===== config.mk =====
export PLATFORM = sky130hd
export DESIGN_NAME = dispatch_top
export DESIGN_NICKNAME = d
export VERILOG_FILES = /design/src/rtl/dispatch_pkg.sv /design/src/rtl/elastic_buffer.sv /design/src/rtl/packet_splitter.sv /design/src/rtl/lane_alu.sv /design/src/rtl/dispatch_top.sv
export VERILOG_INCLUDE_DIRS = /design/src /design/src/rtl
export SDC_FILE = /design/constraint.sdc
export NUM_CORES = 1
export LEC_CHECK = 0
export BUFFER_PORTS_ARGS = -buffer_cell sky130_fd_sc_hd__clkbuf_2
export CAP_MARGIN = 20
export CORE_UTILIZATION = 40
export CTS_BUF_LIST = sky130_fd_sc_hd__clkbuf_2
export DETAILED_ROUTE_END_ITERATION = 12
export GPL_TIMING_DRIVEN = 0
export PLACE_DENSITY = 0.7
export SYNTH_ARGS = -nofsm -noshare
export SYNTH_HDL_FRONTEND = slang
export SYNTH_SLANG_ARGS = --single-unit
export TNS_END_PERCENT = 5

===== constraint.sdc =====
create_clock -name clk -period 11.04 [get_ports clk]
set_clock_uncertainty 0.15 [all_clocks]
set_input_delay 1.104 -clock clk [delete_from_list [all_inputs] [get_ports clk]]
set_output_delay 1.104 -clock clk [all_outputs]
set_load 0.01 [all_outputs]

===== src/rtl/dispatch_consts.svh =====
`ifndef DISPATCH_CONSTS_SVH
`define DISPATCH_CONSTS_SVH

// threads carried by one warp instruction
`define DSP_NUM_THREADS 8

// lanes per packet, so one packet holds a quarter of the warp
`define DSP_NUM_LANES 2
`define DSP_NUM_PACKETS (`DSP_NUM_THREADS / `DSP_NUM_LANES)
`define DSP_PID_W 2

`define DSP_XLEN 32
`define DSP_UUID_W 8
`define DSP_WID_W 4

// two entries let the buffer stream at full rate
`define DSP_BUF_DEPTH 2

`endif


===== src/rtl/dispatch_pkg.sv =====
`include "dispatch_consts.svh"

package dispatch_pkg;

    // operation applied by the lane ALU to rs1 and rs2
    typedef enum logic [1:0] {
        ADD = 2'd0,
        SUB = 2'd1,
        AND = 2'd2,
        XOR = 2'd3
    } alu_op_t;

    // one group of lanes cut out of a warp instruction
    typedef struct packed {
        logic [`DSP_UUID_W-1:0]                       uuid;
        logic [`DSP_WID_W-1:0]                        wid;
        alu_op_t                                      op;
        logic [`DSP_NUM_LANES-1:0]                    tmask;
        logic [`DSP_NUM_LANES-1:0][`DSP_XLEN-1:0]     rs1;
        logic [`DSP_NUM_LANES-1:0][`DSP_XLEN-1:0]     rs2;
        logic [`DSP_PID_W-1:0]                        pid;
        logic                                         sop;
        logic                                         eop;
    } lane_packet_t;

    // result of one lane packet, tags copied from the packet
    typedef struct packed {
        logic [`DSP_UUID_W-1:0]                       uuid;
        logic [`DSP_WID_W-1:0]                        wid;
        logic [`DSP_NUM_LANES-1:0]                    tmask;
        logic [`DSP_NUM_LANES-1:0][`DSP_XLEN-1:0]     data;
        logic [`DSP_PID_W-1:0]                        pid;
        logic                                         sop;
        logic                                         eop;
    } lane_result_t;

endpackage


===== src/rtl/elastic_buffer.sv =====
`timescale 1ns/1ps
`include "dispatch_consts.svh"

module elastic_buffer #(
    parameter int  DEPTH  = `DSP_BUF_DEPTH,
    parameter type data_t = logic [7:0]
) (
    input  logic  clk,
    input  logic  reset,
    input  logic  in_valid,
    output logic  in_ready,
    input  data_t in_data,
    output logic  out_valid,
    input  logic  out_ready,
    output data_t out_data
);
    localparam int PTR_W = (DEPTH > 1) ? $clog2(DEPTH) : 1;
    localparam int CNT_W = $clog2(DEPTH + 1);

    data_t            mem [DEPTH];
    logic [PTR_W-1:0] rd_ptr;
    logic [PTR_W-1:0] wr_ptr;
    logic [CNT_W-1:0] count;
    logic             push;
    logic             pop;

    function automatic logic [PTR_W-1:0] next_ptr(input logic [PTR_W-1:0] p);
        return (p == PTR_W'(DEPTH - 1)) ? '0 : p + 1'b1;
    endfunction

    assign in_ready  = (count != CNT_W'(DEPTH));
    assign out_valid = (count != '0);
    assign push      = in_valid && in_ready;
    assign pop       = out_valid && out_ready;

    // the head entry is a storage register, so a write shows up one edge later
    assign out_data = mem[rd_ptr];

    always_ff @(posedge clk) begin
        if (reset) begin
            rd_ptr <= '0;
            wr_ptr <= '0;
            count  <= '0;
        end else begin
            if (push) begin
                wr_ptr <= next_ptr(wr_ptr);
            end
            if (pop) begin
                rd_ptr <= next_ptr(rd_ptr);
            end
            if (push && !pop) begin
                count <= count + 1'b1;
            end else if (pop && !push) begin
                count <= count - 1'b1;
            end
        end
    end

    always_ff @(posedge clk) begin
        if (push) begin
            mem[wr_ptr] <= in_data;
        end
    end

endmodule


===== src/rtl/packet_splitter.sv =====
`timescale 1ns/1ps
`include "dispatch_consts.svh"

module packet_splitter (
    input  logic                                        clk,
    input  logic                                        reset,
    input  logic                                        issue_valid,
    output logic                                        issue_ready,
    input  logic [`DSP_UUID_W-1:0]                      issue_uuid,
    input  logic [`DSP_WID_W-1:0]                       issue_wid,
    input  dispatch_pkg::alu_op_t                       issue_op,
    input  logic [`DSP_NUM_THREADS-1:0]                 issue_tmask,
    input  logic [`DSP_NUM_THREADS-1:0][`DSP_XLEN-1:0]  issue_rs1,
    input  logic [`DSP_NUM_THREADS-1:0][`DSP_XLEN-1:0]  issue_rs2,
    output logic                                        pkt_valid,
    input  logic                                        pkt_ready,
    output dispatch_pkg::lane_packet_t                  pkt
);
    logic [`DSP_NUM_PACKETS-1:0][`DSP_NUM_LANES-1:0]                 grp_tmask;
    logic [`DSP_NUM_PACKETS-1:0][`DSP_NUM_LANES-1:0][`DSP_XLEN-1:0]  grp_rs1;
    logic [`DSP_NUM_PACKETS-1:0][`DSP_NUM_LANES-1:0][`DSP_XLEN-1:0]  grp_rs2;
    logic [`DSP_NUM_PACKETS-1:0]                                     grp_active;
    logic [`DSP_NUM_PACKETS-1:0]                                     sent_mask;
    logic                                                            is_first;
    logic [`DSP_PID_W-1:0]                                           start_pid;
    logic [`DSP_PID_W-1:0]                                           end_pid;
    logic                                                            is_last;
    logic                                                            fire;
    logic                                                            fire_eop;

    for (genvar g = 0; g < `DSP_NUM_PACKETS; g++) begin : g_group
        assign grp_tmask[g]  = issue_tmask[g*`DSP_NUM_LANES +: `DSP_NUM_LANES];
        assign grp_rs1[g]    = issue_rs1[g*`DSP_NUM_LANES +: `DSP_NUM_LANES];
        assign grp_rs2[g]    = issue_rs2[g*`DSP_NUM_LANES +: `DSP_NUM_LANES];
        assign grp_active[g] = |grp_tmask[g];
    end

    // scanning downwards leaves the lowest unsent group
    always_comb begin
        start_pid = '0;
        for (int i = `DSP_NUM_PACKETS - 1; i >= 0; i--) begin
            if (grp_active[i] && !sent_mask[i]) begin
                start_pid = `DSP_PID_W'(i);
            end
        end
    end

    always_comb begin
        end_pid = '0;
        for (int i = 0; i < `DSP_NUM_PACKETS; i++) begin
            if (grp_active[i]) begin
                end_pid = `DSP_PID_W'(i);
            end
        end
    end

    // an empty mask falls back to pid 0 on both scans, giving a single packet
    assign is_last  = (start_pid == end_pid);
    assign fire     = pkt_valid && pkt_ready;
    assign fire_eop = fire && is_last;

    assign pkt_valid   = issue_valid;
    assign issue_ready = fire_eop;

    always_comb begin
        pkt.uuid  = issue_uuid;
        pkt.wid   = issue_wid;
        pkt.op    = issue_op;
        pkt.tmask = grp_tmask[start_pid];
        pkt.rs1   = grp_rs1[start_pid];
        pkt.rs2   = grp_rs2[start_pid];
        pkt.pid   = start_pid;
        pkt.sop   = is_first;
        pkt.eop   = is_last;
    end

    always_ff @(posedge clk) begin
        if (reset) begin
            sent_mask <= '0;
            is_first  <= 1'b1;
        end else if (fire_eop) begin
            // instruction consumed, rearm for the next one
            sent_mask <= '0;
            is_first  <= 1'b1;
        end else if (fire) begin
            sent_mask[start_pid] <= 1'b1;
            is_first             <= 1'b0;
        end
    end

endmodule


===== src/rtl/lane_alu.sv =====
`timescale 1ns/1ps
`include "dispatch_consts.svh"

module lane_alu (
    input  logic                        pkt_valid,
    output logic                        pkt_ready,
    input  dispatch_pkg::lane_packet_t  pkt,
    output logic                        res_valid,
    input  logic                        res_ready,
    output dispatch_pkg::lane_result_t  res
);
    logic [`DSP_NUM_LANES-1:0][`DSP_XLEN-1:0] lane_data;

    // purely combinational, so the handshake passes straight through
    assign res_valid = pkt_valid;
    assign pkt_ready = res_ready;

    always_comb begin
        for (int j = 0; j < `DSP_NUM_LANES; j++) begin
            lane_data[j] = '0;
            if (pkt.tmask[j]) begin
                case (pkt.op)
                    dispatch_pkg::ADD: begin
                        lane_data[j] = pkt.rs1[j] + pkt.rs2[j];
                    end
                    dispatch_pkg::SUB: begin
                        lane_data[j] = pkt.rs1[j] - pkt.rs2[j];
                    end
                    dispatch_pkg::AND: begin
                        lane_data[j] = pkt.rs1[j] & pkt.rs2[j];
                    end
                    dispatch_pkg::XOR: begin
                        lane_data[j] = pkt.rs1[j] ^ pkt.rs2[j];
                    end
                    default: begin
                        lane_data[j] = '0;
                    end
                endcase
            end
        end
    end

    // masked lanes already read zero from lane_data
    always_comb begin
        res.uuid  = pkt.uuid;
        res.wid   = pkt.wid;
        res.tmask = pkt.tmask;
        res.data  = lane_data;
        res.pid   = pkt.pid;
        res.sop   = pkt.sop;
        res.eop   = pkt.eop;
    end

endmodule


===== src/rtl/dispatch_top.sv =====
`timescale 1ns/1ps
`include "dispatch_consts.svh"

module dispatch_top (
    input  logic                                        clk,
    input  logic                                        reset,
    input  logic                                        issue_valid,
    output logic                                        issue_ready,
    input  logic [`DSP_UUID_W-1:0]                      issue_uuid,
    input  logic [`DSP_WID_W-1:0]                       issue_wid,
    input  dispatch_pkg::alu_op_t                       issue_op,
    input  logic [`DSP_NUM_THREADS-1:0]                 issue_tmask,
    input  logic [`DSP_NUM_THREADS-1:0][`DSP_XLEN-1:0]  issue_rs1,
    input  logic [`DSP_NUM_THREADS-1:0][`DSP_XLEN-1:0]  issue_rs2,
    output logic                                        res_valid,
    input  logic                                        res_ready,
    output logic [`DSP_UUID_W-1:0]                      res_uuid,
    output logic [`DSP_WID_W-1:0]                       res_wid,
    output logic [`DSP_NUM_LANES-1:0]                   res_tmask,
    output logic [`DSP_NUM_LANES-1:0][`DSP_XLEN-1:0]    res_data,
    output logic [`DSP_PID_W-1:0]                       res_pid,
    output logic                                        res_sop,
    output logic                                        res_eop
);
    logic                        split_valid;
    logic                        split_ready;
    dispatch_pkg::lane_packet_t  split_pkt;
    logic                        alu_pkt_valid;
    logic                        alu_pkt_ready;
    dispatch_pkg::lane_packet_t  alu_pkt;
    logic                        alu_res_valid;
    logic                        alu_res_ready;
    dispatch_pkg::lane_result_t  alu_res;
    dispatch_pkg::lane_result_t  out_res;

    packet_splitter splitter (
        .clk         (clk),
        .reset       (reset),
        .issue_valid (issue_valid),
        .issue_ready (issue_ready),
        .issue_uuid  (issue_uuid),
        .issue_wid   (issue_wid),
        .issue_op    (issue_op),
        .issue_tmask (issue_tmask),
        .issue_rs1   (issue_rs1),
        .issue_rs2   (issue_rs2),
        .pkt_valid   (split_valid),
        .pkt_ready   (split_ready),
        .pkt         (split_pkt)
    );

    elastic_buffer #(
        .DEPTH  (`DSP_BUF_DEPTH),
        .data_t (dispatch_pkg::lane_packet_t)
    ) pkt_buf (
        .clk       (clk),
        .reset     (reset),
        .in_valid  (split_valid),
        .in_ready  (split_ready),
        .in_data   (split_pkt),
        .out_valid (alu_pkt_valid),
        .out_ready (alu_pkt_ready),
        .out_data  (alu_pkt)
    );

    lane_alu alu (
        .pkt_valid (alu_pkt_valid),
        .pkt_ready (alu_pkt_ready),
        .pkt       (alu_pkt),
        .res_valid (alu_res_valid),
        .res_ready (alu_res_ready),
        .res       (alu_res)
    );

    // registers results on their way out
    elastic_buffer #(
        .DEPTH  (`DSP_BUF_DEPTH),
        .data_t (dispatch_pkg::lane_result_t)
    ) res_buf (
        .clk       (clk),
        .reset     (reset),
        .in_valid  (alu_res_valid),
        .in_ready  (alu_res_ready),
        .in_data   (alu_res),
        .out_valid (res_valid),
        .out_ready (res_ready),
        .out_data  (out_res)
    );

    assign res_uuid  = out_res.uuid;
    assign res_wid   = out_res.wid;
    assign res_tmask = out_res.tmask;
    assign res_data  = out_res.data;
    assign res_pid   = out_res.pid;
    assign res_sop   = out_res.sop;
    assign res_eop   = out_res.eop;

endmodule


== Yosys cells after proc, flatten, opt, wreduce, memory -nomap -nowiden ==
Memory sizes are Yosys's and may differ from the RTL's. A register that Yosys moved wholly into a read port is not among the register bits.
Index checks and enable logic that the tools add are counted.

* Order comparisons: 2
* Muxes and demuxes: 35
* Reductions and logical operators: 30
* Add/sub/neg operators: 12
* Equality and inequality tests: 6
* Bitwise operators: 5

{| class="wikitable"
|+ Operators with widths
! kind !! count
|-
| $bmux 64 s2 || 2
|-
| $pmux 32 s4 || 2
|-
| $mux 64 || 2
|-
| $add 32x32->32 || 2
|-
| $and 32x32->32 || 2
|-
| $mux 32 || 2
|-
| $sub 32x32->32 || 2
|-
| $xor 32x32->32 || 2
|-
| $mux 2 || 11
|-
| $mux 1 || 14
|-
| $logic_and 1x1->1 || 13
|-
| $reduce_or 2->1 || 5
|-
| $reduce_bool 2->1 || 4
|-
| $logic_not 1->1 || 7
|-
| $add 1x1->1 const B || 4
|-
| $add 2x1->2 const B || 2
|-
| $bmux 2 s2 || 1
|-
| $eq 2x2->1 const B || 2
|-
| $ne 2x2->1 const B || 2
|-
| $or 4x4->4 || 1
|-
| $sub 2x1->2 const B || 2
|-
| $lt 2x3->1 const B || 1
|-
| $demux 1 s2 || 1
|-
| $eq 2x1->1 const B || 1
|-
| other kinds (3) || 3
|}

* Register bits after elaboration: 13
* Logic and storage cells: 100
* Output and inout port bits: 84
* Memories kept: 2
* Input bits: 538
* RAM bits: 460

{| class="wikitable"
|+ Memories
! name !! words !! width !! read ports !! clocked after Yosys merged registers in !! write ports !! line !! source
|-
| pkt_buf.mem || 2 || 148 || 1 || 1 || 1 || elastic_buffer.sv:20 || <nowiki>data_t mem [DEPTH];</nowiki>
|-
| res_buf.mem || 2 || 82 || 1 || 1 || 1 || elastic_buffer.sv:20 ||
|}

== Depth between registers and ports, before layout ==
* Depth after elaboration: 11
* Gate-level depth with buffers: 31
* Gate-level depth less buffers: 20

== By module ==
A second synthesis with hierarchy kept.

* Cells, all modules: 2,239
* Area, all modules: 27,580.2 um^2

{| class="wikitable"
|+ By module, submodules not included
! module !! cells each !! times used !! area each (um^2) !! sequential area each (um^2)
|-
| elastic_buffer at pkt_buf || 484 || 1 || 10,938.0 || 8,988.6
|-
| lane_alu || 950 || 1 || 7,060.5 || 0.0
|-
| elastic_buffer at res_buf || 279 || 1 || 6,135.9 || 5,024.8
|-
| packet_splitter || 526 || 1 || 3,445.8 || 100.1
|}

== Worst setup path after synthesis ==
OpenSTA, ideal clock, no wires.

* Path type: input-to-reg
* From: input port issue_valid
* To: memory pkt_buf.mem[0][0] (netlist name), enable pin
* Data arrival time: 7,453 ps
* Setup time: 658 ps
* Buffers on the path: 0
* Path slack: 2,779 ps
* Data required time: 10,232 ps
* Stages on the path: 2
* Cell sequence: o21ai_0 -> nor2_1

* Word-level cells in the longest chain between the ends: 3

{| class="wikitable"
|+ RTL lines
! item !! line !! source
|-
| start: declaration || dispatch_top.sv:7 || <nowiki>input logic issue_valid,</nowiki>
|-
| $logic_and 1x1->1 || elastic_buffer.sv:33 || <nowiki>assign push = in_valid && in_ready;</nowiki>
|-
| $mux 1 || elastic_buffer.sv:60 || <nowiki>if (push) begin</nowiki>
|-
| $mux 1 (not written as such) || elastic_buffer.sv:61 || <nowiki>mem[wr_ptr] <= in_data;</nowiki>
|-
| end: declaration || elastic_buffer.sv:20 ||
|}

Every way passes these cells.

==> out/summary.txt <==
Max Cap Viol = 0
Power Internal = 0.005304 W
HP Class = input port to register
Antenna-violating nets left = 0
FF+latch area = 14,110 um^2
I/O pins = 622
Layout cells sized above 1 = 32.59%
Sw Ratio = 44.52%
Crit path arrival time = 9.57 ns
DR iter-0 viols = 2,032
RSZ-0062 raised after global routing = false
Clk pwr share = 12.0%
Full die area = 70,500 um^2
CTS sink cnt = 475
Syn_nets = 3,029
Count of flip-flops with a built-in enable after synthesis = 460
Area taken by multi-input logic gates = 12,810 um^2
Crit path max-delay family = buffers and inverters
Initial antenna violation count = 9
Vias = 23.23k
Design Area, Final = 33,880 um^2
GRT overflow = 0
Critical Path RT = 11.75 ns
Nets = 3,826
Mapped Area = 27,780 um^2
Placed cell area = 32,420 um^2
Final Core Density = 49.32%
Most frequent cells in the layout = 779 x clkbuf_2, 460 x edfxtp_1, 189 x mux2_2
Post-route setup TNS = 0 ns
Count of cells resized by post-cts repair = 0
Cells after Synth = 2,359
Crit Path Category = register to register
Avg Inst Size Synth = 11.77 um^2
Largest stage delay, worst path = 0.55 ns
Switching Power = 0.004257 W
Yosys reg bits = 475
Routed Wire Length = 97,530 um
Fin. max-slew vios = 0
Core region area = 68,710 um^2
Final min period = 8.860 ns
Placed insts = 3,928
Yosys top cell by area = edfxtp_1
Leak Pwr = 13.99 nW
Vias in the first global route = 22.63k
Crit path max fanout = 10
Top cells by area in the synthesized netlist = edfxtp_1 50%, mux2_2 7.7%, mux2i_1 6.2%
# setup viols final = 0
Drt first pass iters = 6
CP max-delay cell = buf_2
F_max = 112.9 MHz
Status = finished, final reports clean
Slew @ Worst Pin = 1.164 ns
CP Launch Type = register
Slew HR = 22.41%
Layout Cells excl Fill = 4,180
Maximum number of pins on one net before global-route repair = 48
Pwr Total = 0.009560 W
Fill count = 6,371
Half-perimeter wire length after placement = 74,090 um
Die width = 265.5 um
Post-DR wirelength/cell = 23.33 um
GRT Util Overall = 26.87%
H-tree Lvls = 3
Postcts setup bufs = 0
Clock slew at reported path FFs = 0.10 ns
CTS tree = done
Peak supply drop = 98.57 uV
Input/output buffers = 621
Ys async rst share = 0%
First-pass GRT wire length = 138,800 um
Worst skew pair latency = 1.18 ns
Syn. warnings = 0
Worst path bufs/invs = 10
Gpl congestion = 0.9408
Register share of total power = 29.6%
Initial core utilization = 40.43%
Predominant post-synthesis flop cell = edfxtp_1
Clock buffer depth = 3
Final worst-path cycle share = 80.25%
Num CTS Buffers = 117
Die Y = 265.5 um
Seq/Total Area, Yosys = 50.81%
Vias per cell = 5.557
DRC viols = 0
Area delta synth->final = 21.99%
Synth top area share = 49.73%
Most common cell after layout, fill and taps aside = clkbuf_2
Final hold violation count = 0
PwrDens = 282.2 nW/um^2
Cell variety after synth = 79
Row Count = 96
Worst setup EP type = register
Combinational Power Share = 58.4%
Root buffer cell = clkbuf_2
-- synthesized netlist by cell type, types with 22 or more instances --
library cell	n
mux2i_1	172
clkbuf_1	115
ha_1	130
mux2_2	189
inv_1	59
o21ai_0	172
nand2_1	173
nor3_1	33
xnor2_1	76
xor2_1	41
nand3_1	22
a21o_1	42
nor2_1	127
a32oi_1	130
edfxtp_1	460
a311oi_1	48
a21oi_1	101
-- per-layer routing --
layer,vias to the layer above,GRT usage [%],routed length (um)
met5,-,0,0
met4,0,11.06,3123
met3,166,4.453,6963
met2,1041,44.33,46170
met1,11210,34.99,41270
li1,10810,-,-
-- logic make-up after synthesis --
group	synth area share, %
buf+inv	3.167
simple gates	7.374
mux	14.12
xor+xnor	3.770
compound gates	14.76
flops	50.81
fa+ha+maj	6.000
-- area by class of cell --
type,count,area share (%)
sequential,475,41.65
tap,931,3.438
inverter,59,0.6536
clock inverter,55,0.8272
multi-input combinational,1669,37.80
antenna,3,0.02216
clock buffer,154,2.275
timing repair buffer,678,11.37
buffer,156,1.961
-- tightest hold or removal path, stage by stage --
cell and delay, ns:
clkbuf_2 0.08, a32oi_1 0.04, o21ai_0 0.11
-- power by group through the flow --
| stage | logic [W] | registers [W] | clock network [W] |
|---|---|---|---|
| 2_1_floorplan | 0.00372 | 0.00289 | 0 |
| 3_3_place_gp | 0.00537 | 0.00296 | 0 |
| 3_5_place_dp | 0.00549 | 0.00287 | 0 |
| 4_1_cts | 0.00554 | 0.00283 | 0.00118 |
| 5_1_grt | 0.00606 | 0.00287 | 0.00126 |
| 6_report | 0.00558 | 0.00283 | 0.00114 |
-- flip-flops by register name, summed over array words and instances (netlist names), named ones only --
register / count
res_buf.count: 2
pkt_buf.mem: 296
res_buf.wr_ptr: 1
res_buf.mem: 164
res_buf.rd_ptr: 1
pkt_buf.wr_ptr: 1
splitter.sent_mask: 4
pkt_buf.rd_ptr: 1
splitter.is_first: 1
pkt_buf.count: 2
-- what timing repair did --
| action | in CTS | in global routing |
|---|---|---|
| hold endpoints to repair | 67 | 0 |
| endpoints found under the setup margin | 0 | 0 |
| hold buffers | 40 | 0 |
-- worst paths after layout --
kind                         start                     to  slack, ns  depth (start not counted)
max                       register     res_buf.mem[0][66]       2.18                         29
min                  issue_rs1[87]     pkt_buf.mem[0][91]       0.12                          3
max reg2reg               register     res_buf.mem[0][66]       2.18                         29
min reg2reg  splitter.sent_mask[1]  splitter.sent_mask[1]       0.34                          2
-- per-stage QoR --
step                      setup WS [ns]  hold slack, ns
final                             2.180          0.1197
after global routing              1.798         0.07174
after CTS                         2.229       0.0009509
after detailed placement          2.336          0.3038
after global placement           -1.951          0.2921
after floorplan                   2.779          0.2763
(Power assumes the default switching activity.)
